==> src/tx_buffer_pkg.sv <==
// Shared word, length and bank write types plus the bank state encodings
package tx_buffer_pkg;

  // Widest address supported by the struct fields below
  localparam int ADDR_WIDTH_MAX = 8;

  // One packet word as written by the parser and read by dispatch
  typedef logic [63:0] word_t;

  // Valid bytes in the last word of a packet, 0 to 8
  typedef logic [3:0] bytes_last_t;

  // Stored packet length, kept per bank
  typedef struct packed {
    logic [ADDR_WIDTH_MAX-1:0] last_index;
    bytes_last_t               bytes_last;
  } pkt_len_t;

  // Single write request to a packet bank
  typedef struct packed {
    logic                      en;
    logic [ADDR_WIDTH_MAX-1:0] addr;
    word_t                     data;
  } bank_wr_t;

  // Bank state seen from the parser side
  typedef enum logic [1:0] {P_EMPTY, P_HAS_DATA, P_DONE} parser_state_e;

  // Bank state seen from the dispatch side
  typedef enum logic [1:0] {D_EMPTY, D_AVAILABLE, D_TRANSMIT} dispatch_state_e;

endpackage

==> src/parser_write_ctrl.sv <==
// Parser write controller: bank state, write pointer, length decode and handover
`timescale 1ns/100ps

module parser_write_ctrl
  import tx_buffer_pkg::*;
#(
  parameter int ADDR_WIDTH = 8
) (
  input  logic                  i_clk,
  input  logic                  i_areset,

  input  logic                  i_write_en,
  input  word_t                 i_write_data,
  input  logic                  i_parser_update_length,
  input  logic [ADDR_WIDTH+2:0] i_length_bytes,
  input  logic                  i_parser_done,
  input  logic                  i_parser_clear,
  input  logic                  i_dispatch_idle,

  output bank_wr_t              o_wr0,
  output bank_wr_t              o_wr1,
  output logic                  o_len_we0,
  output logic                  o_len_we1,
  output pkt_len_t              o_len,
  output logic                  o_current_bank,
  output logic                  o_handover,
  output logic                  o_parser_current_empty,
  output logic                  o_parser_current_memory_full
);

  parser_state_e         state_q;
  logic [ADDR_WIDTH:0]   wr_ptr_q;
  logic                  cur_bank_q;

  logic                  full;
  logic                  write_ok;
  logic                  handover;
  logic                  len_we;
  bank_wr_t              wr_req;
  pkt_len_t              len_d;
  logic [ADDR_WIDTH-1:0] len_hi;
  logic [2:0]            len_lo;

  // Pointer MSB set means all 2^ADDR_WIDTH words are used
  assign full     = wr_ptr_q[ADDR_WIDTH] || (state_q == P_DONE);
  assign write_ok = i_write_en && !full;
  assign handover = (state_q == P_DONE) && i_dispatch_idle;
  assign len_we   = i_parser_update_length && (state_q != P_DONE);

  // --------------------------------------------------------------------------
  // Write request and length decode
  // --------------------------------------------------------------------------

  always_comb begin
    wr_req      = '0;
    wr_req.en   = write_ok;
    wr_req.addr[ADDR_WIDTH-1:0] = wr_ptr_q[ADDR_WIDTH-1:0];
    wr_req.data = i_write_data;
  end

  always_comb begin
    len_hi = i_length_bytes[ADDR_WIDTH+2:3];
    len_lo = i_length_bytes[2:0];
    len_d  = '0;
    if (len_lo != 3'd0) begin
      len_d.last_index[ADDR_WIDTH-1:0] = len_hi;
      len_d.bytes_last = {1'b0, len_lo};
    end else if (len_hi != '0) begin
      // Whole number of words, last one fully used
      len_d.last_index[ADDR_WIDTH-1:0] = len_hi - 1'b1;
      len_d.bytes_last = 4'd8;
    end
  end

  // --------------------------------------------------------------------------
  // Bank state and pointer
  // --------------------------------------------------------------------------

  always_ff @(posedge i_clk or posedge i_areset) begin
    if (i_areset) begin
      state_q    <= P_EMPTY;
      wr_ptr_q   <= '0;
      cur_bank_q <= 1'b0;
    end else if (handover) begin
      cur_bank_q <= ~cur_bank_q;
      state_q    <= P_EMPTY;
      wr_ptr_q   <= '0;
    end else if (i_parser_clear) begin
      state_q    <= P_EMPTY;
      wr_ptr_q   <= '0;
    end else begin
      if (write_ok) begin
        state_q  <= P_HAS_DATA;
        wr_ptr_q <= wr_ptr_q + 1'b1;
      end
      // Done overrides a write in the same cycle, the word is still stored
      if (i_parser_done && (state_q != P_DONE)) begin
        state_q <= P_DONE;
      end
    end
  end

  // Only the current bank sees write and length enables
  always_comb begin
    o_wr0        = wr_req;
    o_wr1        = wr_req;
    o_wr0.en     = wr_req.en && !cur_bank_q;
    o_wr1.en     = wr_req.en && cur_bank_q;
  end

  assign o_len_we0                    = len_we && !cur_bank_q;
  assign o_len_we1                    = len_we && cur_bank_q;
  assign o_len                        = len_d;
  assign o_current_bank               = cur_bank_q;
  assign o_handover                   = handover;
  assign o_parser_current_empty       = (state_q == P_EMPTY);
  assign o_parser_current_memory_full = full;

endmodule

==> config.mk <==
export PLATFORM = sky130hd
export DESIGN_NAME = parser_write_ctrl
export DESIGN_NICKNAME = d
export VERILOG_FILES = /design/src/tx_buffer_pkg.sv /design/src/parser_write_ctrl.sv
export SDC_FILE = /design/constraint.sdc
export NUM_CORES = 1
export LEC_CHECK = 0
export BUFFER_PORTS_ARGS = -buffer_cell sky130_fd_sc_hd__buf_2
export CAP_MARGIN = 20
export CELL_PAD_IN_SITES_DETAIL_PLACEMENT = 0
export CELL_PAD_IN_SITES_GLOBAL_PLACEMENT = 1
export CORE_MARGIN = 4
export CORE_UTILIZATION = 21
export DETAILED_ROUTE_END_ITERATION = 8
export PLACE_DENSITY = 0.82
export SLEW_MARGIN = 20
export SYNTH_ARGS = -nofsm -noshare
export SYNTH_HDL_FRONTEND = slang
export SYNTH_SLANG_ARGS = --single-unit
==> constraint.sdc <==
create_clock -name i_clk -period 1.9 [get_ports i_clk]
set_input_delay 0.19 -clock i_clk [delete_from_list [all_inputs] [get_ports i_clk]]
set_output_delay 0.19 -clock i_clk [all_outputs]
set_load 0.02 [all_outputs]
==> impl_metrics.csv <==
group,metric,value,unit
final_layout,final_util,15.68,%
detailed_routing,drt_iter0_drc,17,
synthesis,ys_ff_latch,12,
detailed_routing,drtPass1Iterations,4,
clock_network,clkSinkCount,12,
setup_path,critPathKind,"input pin to output pin",
detailed_routing,drcViolationCount,0,
hold_path,worstHoldPathType,"input pin to asynchronous set/reset pin",
placed_design,port_buffers,53,
detailed_routing,via_per_inst,3.957,
clock_network,numCtsBuffers,3,
synthesis,synth_area,2068,um2
clock_network,max-clock-path-buffers,2,
timing,setup_violations,0,
setup_path,worst_setup_path_end_kind,"output pin",
setup_path,crit_end,"o_len[8]",
floorplan,die_x,107.2,um
global_route,use_met3,4.515,%
run_status,violations,"negative hold slack",
timing,layout_worst_path_cycle_share,96.52,%
timing,drv_slew,0,
power,peakVddDrop,191.2,uV
global_route,overflow,0,
synthesis,synth_top_area_share,52.27,%
setup_path,rr_startpoint,"wr_ptr_q[0]",
detailed_routing,via_count,1191,
global_route,grt_busiest_layer,"met2",
synthesis,synth_cell_types,36,
synthesis,async_reset_ff_share,100.0,%
setup_path,crit_start,"i_length_bytes[3]",
synthesis,syn_inst,261,
synthesis,synth_nets,346,
synthesis,synth_top_cell_by_area,"buf_4",
final_layout,layout-drive-gt1-share,44.77,%
synthesis,synth_area_leaders,"buf_4, dfrtp_1, mux2_2",
global_route,grt_pass1_vias,1222,
global_route,gr-usage-met1,5.906,%
power,powerDensity,549.7,nW/um2
floorplan,dieArea,11500,um2
synthesis,yosys_warnings,0,
setup_path,arrival,1.64,ns
setup_path,required,1.71,ns
timing,timing.clock.skew,0.001466,ns
floorplan,die_y,107.2,um
final_layout,diodes,0,
run_status,outcome,"complete, but fails checks",
final_layout,synthToLayoutAreaGrowth,-28.61,%
timing,finalCriticalPeriod,1.834,ns
setup_path,cp_max_fo,4,
synthesis,avgSynthCellArea,7.924,um2
clock_network,path_clk_slew,0.05,ns
placed_design,gp_congestion,0.7544,
global_route,grt_start_max_net_pins,14,
timing,clock.fmax,545.3,MHz
detailed_routing,ant_nets,0,
clock_network,h-tree-depth,1,
synthesis,synthTopCellsByCount,"buf_4, dfrtp_1, nor2_1",
setup_path,r2r_end,"wr_ptr_q[2]",
global_route,antenna_found_initial,0,
clock_network,cts-root-buf,"clkbuf_8",
clock_network,hold_buffers,0,
floorplan,num_rows,35,
detailed_routing,wl_per_cell,13.59,um
setup_path,rr_worst_depth,4,
synthesis,synth-main-ff-cell,"dfrtp_1",
setup_path,crit_path_start_kind,"input pin",
placed_design,dp_hpwl,3384,um
floorplan,core,9415,um2
power,p_leak,0.0006817,uW
timing,holdWs,-0.03406,ns
clock_network,insertion_delay,0.24,ns
run,max_cap_viol_count,0,
timing,hold_viol_final,12,
final_layout,layout.nets,259,
detailed_routing,routed_wl,4092,um
global_route,grt_pass1_wl,6368,um
synthesis,yosysMostFrequentCell,"buf_4",
timing,rsz0062_at_grt,"false",
floorplan,io_pins,246,
setup_path,ff2ff_setup_slack,0.39,ns
clock_network,cts_tree,"done",
timing,relSlewSlack,51.24,%
synthesis,synth_edf_count,0,
global_route,met2_usage,12.06,%
synthesis,yosysSeqAreaShare,14.52,%
floorplan,start_util,21.97,%
timing,max_slew.worst_pin.slew,0.7299,ns
global_route,grt_use_total,6.996,%
[logic make-up (layout without fill, tap and decap cells)]
family          count (synthesis)  after routing  synth area share [%]
mux                             8              8                 4.114
flops                          12             12                 14.52
simple gates                   57             57                 17.18
buf+inv                       159             70                 55.66
xor+xnor                        1              1                0.4235
compound gates                 21             21                 6.292
fa+ha+maj                       3              3                 1.815
[critical path, cell delays in order]
cell and delay [ns]:
buf_2 0.11, inv_2 0.07, ha_1 0.13, or4b_4 0.50, nor3_4 0.19, mux2_4 0.32, buf_6 0.13
[state kept, by name, summed over array words and instances, names as in the netlist]
| signal | count |
|---|---|
| o_current_bank | 1 |
| state_q | 2 |
| wr_ptr_q | 9 |
[report_power, final]
group	switching [uW]	total, uW	leakage, uW	internal (uW)
clock network	90.0	229	0.0000216	139
registers	28.7	302	0.000163	274
logic	174	280	0.000497	106
total	292	812	0.000682	519
[per-layer routing]
layer | part of all wire (%) | vias up
li1 | - | 545
met5 | 0 | -
met2 | 48 | 97
met4 | 4.6 | 0
met1 | 31 | 518
met3 | 17 | 31
[cell type report]
cell class | instances | area, um2
fill | 1084 | 7939
timing repair buffer | 58 | 309.0
tap | 129 | 161.4
inverter | 9 | 33.78
sequential | 12 | 300.3
clock buffer | 3 | 41.29
multi-input combinational | 90 | 630.6
[how the worst min path moves through the flow]
stage / start / end / slack [ns] / cells past startpoint
6_report: i_areset / wr_ptr_q[8] / -0.03 / 2
3_3_place_gp: i_areset / wr_ptr_q[6] / 0.26 / 2
3_5_place_dp: i_areset / wr_ptr_q[5] / 0.26 / 2
4_1_cts: i_areset / wr_ptr_q[4] / 0.003 / 2
5_1_grt: i_areset / wr_ptr_q[8] / 0.02 / 2
2_1_floorplan: i_areset / o_current_bank / 0.05 / 1
[stage by stage]
stage	total power (uW)	setup TNS [ns]	worst slack, ns	instance area [um2]	std cells
floorplan	879.1	0	0.2613	2068	261
global placement	581.5	0	0.006999	1408	297
detailed placement	586.4	-0.01220	-0.01220	1408	297
CTS	818.1	0	0.01376	1449	300
global route	855.4	0	0.005531	1476	301
finish	811.5	0	0.06612	1476	301
[timing repair]
| action | in CTS | in global routing |
|---|---|---|
| endpoints found under the setup margin | 1 | 3 |
| buffers inserted | 0 | 1 |
| resized for setup | 1 | 6 |
| pin swaps | 0 | 2 |
[cells in the final DEF (no fill, tap or decap), drive strengths merged]
| master | instances |
|---|---|
| xnor2 | 1 |
| a21o | 1 |
| a221oi | 1 |
| clkbuf | 3 |
| mux2 | 4 |
| buf | 58 |
| mux2i | 4 |
| nand4 | 3 |
| nor4 | 3 |
| or4b | 2 |
| or4 | 4 |
| nor2 | 10 |
| o31ai | 4 |
| or3 | 3 |
| a211oi | 1 |
| or3b | 3 |
| nand2 | 5 |
| inv | 9 |
| nor4b | 2 |
| o211ai | 2 |
| o21ai | 4 |
| dfrtp | 12 |
| nand3 | 6 |
| nor3 | 4 |
| nand2b | 4 |
| nor2b | 2 |
| ha | 3 |
| a21oi | 8 |
| and3 | 2 |
| nand3b | 4 |
Note: power is estimated with default switching activity, not from simulation.
