### src/tx_buffer_pkg.sv
// Shared word, length and bank write types plus the bank state encodings
package tx_buffer_pkg;

  // Widest address supported by the struct fields below
  localparam int ADDR_WIDTH_MAX = 8;

  // One packet word as written by the parser and read by dispatch
  typedef logic [63:0] word_t;

  // Valid bytes in the last word of a packet, 0 to 8
  typedef logic [3:0] bytes_last_t;

  // Stored packet length, kept per bank
  typedef struct packed {
    logic [ADDR_WIDTH_MAX-1:0] last_index;
    bytes_last_t               bytes_last;
  } pkt_len_t;

  // Single write request to a packet bank
  typedef struct packed {
    logic                      en;
    logic [ADDR_WIDTH_MAX-1:0] addr;
    word_t                     data;
  } bank_wr_t;

  // Bank state seen from the parser side
  typedef enum logic [1:0] {P_EMPTY, P_HAS_DATA, P_DONE} parser_state_e;

  // Bank state seen from the dispatch side
  typedef enum logic [1:0] {D_EMPTY, D_AVAILABLE, D_TRANSMIT} dispatch_state_e;

endpackage

### src/dispatch_read_ctrl.sv
// Dispatch read controller with bank state, read pointer and registered output stream
`timescale 1ns/100ps

module dispatch_read_ctrl
  import tx_buffer_pkg::*;
#(
  parameter int ADDR_WIDTH = 8
) (
  input  logic                  i_clk,
  input  logic                  i_areset,

  input  logic                  i_current_bank,
  input  logic                  i_handover,
  input  logic                  i_rd_start,
  input  logic                  i_packet_read,

  input  word_t                 i_rd_data0,
  input  word_t                 i_rd_data1,
  input  pkt_len_t              i_len0,
  input  pkt_len_t              i_len1,

  output logic [ADDR_WIDTH-1:0] o_rd_addr,
  output logic                  o_idle,

  output logic                  o_packet_available,
  output logic                  o_fifo_empty,
  output logic                  o_rd_valid,
  output word_t                 o_rd_data,
  output bytes_last_t           o_bytes_last_word
);

  dispatch_state_e     state_q;
  logic [ADDR_WIDTH:0] rd_ptr_q;
  logic                ram_valid_q;

  word_t               rd_data_sel;
  pkt_len_t            len_sel;
  logic [ADDR_WIDTH:0] last_index;
  logic                issued_all;
  logic                addr_valid;

  // Dispatch always owns the bank the parser is not writing
  assign rd_data_sel = i_current_bank ? i_rd_data0 : i_rd_data1;
  assign len_sel     = i_current_bank ? i_len0 : i_len1;

  // Extra pointer bit keeps the compare correct for a full bank
  assign last_index  = {1'b0, len_sel.last_index[ADDR_WIDTH-1:0]};
  assign issued_all  = rd_ptr_q > last_index;
  assign addr_valid  = (state_q == D_TRANSMIT) && !issued_all;

  // --------------------------------------------------------------------------
  // Bank state and read pointer
  // --------------------------------------------------------------------------

  always_ff @(posedge i_clk or posedge i_areset) begin
    if (i_areset) begin
      state_q  <= D_EMPTY;
      rd_ptr_q <= '0;
    end else if (i_handover) begin
      state_q  <= D_AVAILABLE;
      rd_ptr_q <= '0;
    end else if (i_packet_read && (state_q != D_EMPTY)) begin
      state_q  <= D_EMPTY;
      rd_ptr_q <= '0;
    end else if (i_rd_start && (state_q == D_AVAILABLE)) begin
      state_q  <= D_TRANSMIT;
      rd_ptr_q <= '0;
    end else if (addr_valid) begin
      rd_ptr_q <= rd_ptr_q + 1'b1;
    end
  end

  // --------------------------------------------------------------------------
  // Output stream through one RAM stage and one output stage
  // --------------------------------------------------------------------------

  always_ff @(posedge i_clk or posedge i_areset) begin
    if (i_areset) begin
      ram_valid_q        <= 1'b0;
      o_rd_valid         <= 1'b0;
      o_rd_data          <= '0;
      o_bytes_last_word  <= '0;
      o_packet_available <= 1'b0;
      o_fifo_empty       <= 1'b0;
    end else begin
      ram_valid_q        <= addr_valid;
      o_rd_valid         <= ram_valid_q;
      // Data register only loads words that are in flight
      if (ram_valid_q) begin
        o_rd_data        <= rd_data_sel;
      end
      o_bytes_last_word  <= len_sel.bytes_last;
      o_packet_available <= (state_q != D_EMPTY);
      o_fifo_empty       <= (state_q == D_TRANSMIT) && issued_all;
    end
  end

  assign o_rd_addr = rd_ptr_q[ADDR_WIDTH-1:0];
  assign o_idle    = (state_q == D_EMPTY);

endmodule

### config.mk
export PLATFORM = sky130hd
export DESIGN_NAME = dispatch_read_ctrl
export DESIGN_NICKNAME = d
export VERILOG_FILES = /design/src/tx_buffer_pkg.sv /design/src/dispatch_read_ctrl.sv
export SDC_FILE = /design/constraint.sdc
export NUM_CORES = 1
export LEC_CHECK = 0
export BUFFER_PORTS_ARGS = -buffer_cell sky130_fd_sc_hd__buf_2
export CAP_MARGIN = 10
export CELL_PAD_IN_SITES_DETAIL_PLACEMENT = 1
export CELL_PAD_IN_SITES_GLOBAL_PLACEMENT = 1
export CORE_MARGIN = 2
export CORE_UTILIZATION = 28
export DETAILED_ROUTE_END_ITERATION = 6
export GPL_ROUTABILITY_DRIVEN = 0
export HOLD_SLACK_MARGIN = 0.05
export PLACE_DENSITY = 0.81
export SYNTH_ARGS = -nofsm -noshare
export SYNTH_HDL_FRONTEND = slang
export SYNTH_SLANG_ARGS = --single-unit
export TNS_END_PERCENT = 100
### constraint.sdc
create_clock -name i_clk -period 3.2 [get_ports i_clk]
set_clock_uncertainty 0.05 [all_clocks]
set_input_delay 0.48 -clock i_clk [delete_from_list [all_inputs] [get_ports i_clk]]
set_output_delay 0.48 -clock i_clk [all_outputs]
set_load 0.01 [all_outputs]
==> impl.org <==
** Status
- The flow ran to the end, and the final reports show no timing, DRC or antenna violations.

** Critical path
- The critical path is of the in2reg type.
- Endpoint type of the worst setup path :: flip-flop
- Crit path max-delay family :: compound AO/OA/AOI/OAI gates
- Ordered cell list for the critical path :: buf_4 > mux2i_1 > ha_1 > and4b_4 > a2111oi_2 > a211oi_2 > buf_4 > o311ai_0 > o41ai_1
- Startpoint type of the worst setup path :: primary input
- The slowest stage of the critical path is the a2111oi_2 cell.
- Reg-to-Reg End :: rd_ptr_q[7]
- Largest driver fanout on the critical path :: 11
- The number of buffers and inverters on the critical path is 2.
- Counting cells, the worst reg-to-reg path comes to 7.
- Data on the critical path is required at its endpoint by 3330 ps.
- Reg-to-reg critical path startpoint :: rd_ptr_q[4]
- Max stage delay on crit path :: 370 ps
- Data arrives at the worst endpoint at 2690 ps.
- Across all register-to-register paths, the minimum setup slack is ~640 ps.
- The most numerous cell type found on the critical path is buf_4.

** Place
- Total of buffers placed on input and output ports :: 237
- Final HPWL DP :: between 9 and 10 mm
- Cells after DPL :: 778

** Power
- Sequential group share of total power :: ~40%
- Share of total power in combinational logic :: 25.6%
- In this run the static leakage power is just under 3 nW.
- The clock network accounts for 34.3% of the total power.
- Dividing total power by cell area gives a power density of between 600 and 700 nW/um^2.
- Psw :: about 1.1 mW
- Internal power :: 2.57 mW
- Largest voltage drop on the vdd net :: 300 uV
- Switching share of total power :: 29.4%

** CTS
- Clock latency on the worst-skew pair :: 330 ps
- The root buffer cell chosen for the clock tree is clkbuf_16.
- Clock buffers created by TritonCTS :: 9
- TritonCTS built the clock tree.
- The clock passes through at most 2 buffers.
- Number of instances resized during post-cts repair :: 0
- Post-CTS setup repair buffer count :: 0
- For this design, the sink count on the clock tree is a little over 80.
- Hold_buf cts :: 0
- CTS built an H-tree with a depth of 3.
- Clock input transition at the sequential cells of the worst setup and hold paths :: 60 ps

** Synth
- Summed over all instances, the cell type with the most area after synthesis is dfrtp_1.
- Yosys warns :: 0
- The top cell type by area accounts for about half of the synthesized area.
- By area the synthesized netlist is led by dfrtp_1 51%, mux2i_1 18%, a21oi_1 9.0%, nor2_1 6.1%, ha_1 2.8%.
- Counting flops and latches in the post-synthesis netlist gives a little over 80.
- Fraction of registers with async set or reset after synthesis :: 100%
- The number of nets in the synthesized netlist is 556.
- Mean cell area of the mapped netlist :: 10.4 um^2
- Post-Synthesis Cells :: 389
- Count of flip-flops with a built-in enable after synthesis :: 0
- Post-Syn Area :: 4050 um^2
- The netlist uses 35 different library cells.
- Sequential cell area fraction in the yosys report :: 51.3%
- Post-synth top flop :: dfrtp_1

** Timing
- Time the worst path needs with I/O delays and setup :: 2560 ps
- The total count of hold-check failures in the final report is 0.
- For the pin with the worst max-slew slack, the measured transition is roughly 710 ps.
- Highest clock rate :: 390 MHz
- Worst-case headroom to the max-slew limit :: 52.3%
- TNS Setup :: 0 ps
- Setup repair after global routing left no endpoint under its margin.
- The final critical path takes up approximately 80% of the cycle.
- The max-slew violation count was 0.
- Final setup violating endpoints :: 0

** Cells and area
- The layout has 1653 filler cells.
- The repair_antennas step left the layout with diodes totalling 0.
- Final core occ :: roughly two fifths
- The count of cells in the finished layout, fillers not included, comes to 795.
- At the end of the flow, the number of nets in the layout was 777.
- Of the cells placed in the final design, the portion with a size suffix greater than 1 is between 40% and 50%.
- Area overhead of the layout relative to synthesis :: 41.7%

** Floorplanning
- Top-Level Pins :: 238
- Die ar. :: between 15000 and 20000 um^2
- In this run the core area contains 43 standard-cell rows.
- Measured along the y axis, the die boundary spans 124 um.
- Core outline area :: ~14000 um^2
- Measured along the x axis, the die boundary spans between 100 and 150 um.
- For this configuration, the core starts out at a cell density of 29.0%.

** Flow run
- Total of max-cap violations :: 0

** Routing
- WL/cell :: 15.4 um
- Length of the first detailed-routing pass in iterations :: 5
- Remaining routing DRC violations :: 0
- After detailed routing, the total wire length is 12.2 mm.
- Via-per-instance ratio :: approximately 4.8
- For this block, the via count after detailed routing is roughly 3800.
- The detail route stage leaves a number of antenna-violating nets equal to 0.
- Initial detailed-routing violation count :: 108

** Global route
- The initial antenna violation count came to 0.
- For this run the aggregate overflow at the end of global routing stands at 0.
- Met1 capacity usage during global routing :: between 10% and 20%
- The layer flagged by global routing as most heavily used is met2.
- Tot GR Track Use :: between 10% and 20%
- The number of global-route vias before repair is 4065.
- GR Util met3 :: 4.34%
- First-pass GRT wire length :: ~20 mm
- Maximum number of pins on one net before global-route repair :: 130
- GR met2 Demand/Resource :: approximately 28%

** Hold path
- In this run the worst hold path is classified as in2async.
routing by layer:
layer,up-vias,share of wire (%)
met1,1804,40
li1,1803,-
met2,159,52
met4,0,2.4
met5,-,0
met3,24,6.4
registers in the layout (all words and copies together) (netlist names):
signal and flops:
o_rd_data 64, rd_ptr_q 9, o_bytes_last_word 4, state_q 2, o_fifo_empty 1, o_packet_available 1
o_rd_valid 1, ram_valid_q 1
placed cells by master, fill, tap and decap left out, drive strengths merged, types with 2 or more instances in the layout:
cell	count
buf	242
nor2	66
nand2	7
nand2b	3
nor2b	3
inv	3
a21oi	73
o21ai	4
a211oi	2
mux2i	72
o31ai	2
clkbuf	11
bufinv	4
a21o	2
mux2	5
or4	2
nand4	2
nand3	2
or3	4
dfrtp	83
ha	9
clkinv	2
cell usage after synthesis, types with 4 or more instances:
| cell type | n |
|---|---|
| ha_1 | 9 |
| or3_1 | 4 |
| nor2_1 | 66 |
| buf_2 | 5 |
| dfrtp_1 | 83 |
| a21oi_1 | 73 |
| clkbuf_1 | 16 |
| mux2_2 | 5 |
| o21ai_0 | 4 |
| inv_1 | 4 |
| mux2i_1 | 72 |
| buf_4 | 8 |
| nand2_1 | 7 |
logic make-up after synthesis:
family	Yosys count	share of synthesized area [%]
and+or+nand+nor	95	10.3
DFF	83	51.3
muxes	77	19.2
AOI/OAI and AO/OA	89	12.2
adders and majority gates	9	2.78
buffers and inverters	36	4.23
how the worst max path moves through the flow:
stage	from	endpoint	slack [ps]	cells past startpoint
2_1_floorplan	i_current_bank	rd_ptr_q[7]	40	11
3_3_place_gp	i_current_bank	rd_ptr_q[7]	510	9
3_5_place_dp	i_current_bank	rd_ptr_q[7]	280	9
4_1_cts	i_current_bank	rd_ptr_q[7]	660	9
5_1_grt	rd_ptr_q[4]	rd_ptr_q[7]	510	7
6_report	i_current_bank	rd_ptr_q[7]	640	9
layout make-up:
class | instances | area (um^2) | share of cell area [%]
sequential | 83 | 2080 | 36.2
multi-input combinational | 270 | 1800 | 31.4
timing repair buffer | 242 | 1260 | 21.9
clock buffer | 11 | 233 | 4.05
tap | 180 | 225 | 3.92
clock inverter | 5 | 125 | 2.18
inverter | 4 | 16.3 | 0.283
power by group through the flow:
stage / sequential, mW / combinational [mW] / clock [mW]
2_1_floorplan: 1.60 / 0.322 / 0
3_3_place_gp: 1.47 / 0.891 / 0
3_5_place_dp: 1.49 / 0.940 / 0
4_1_cts: 1.47 / 0.940 / 1.29
5_1_grt: 1.49 / 1.03 / 1.33
6_report: 1.46 / 0.929 / 1.25
per-stage QoR:
stage	worst slack, ps	area (um^2)	power [mW]	hold WS (ps)
CTS	663	5710	3.70	217
floorplan	42.2	4050	1.92	320
finish	638	5740	3.64	197
global route	507	5740	3.85	250
global placement	513	5360	2.36	455
detailed placement	283	5360	2.43	466
No activity file was read; power rests on OpenSTA's default activity.
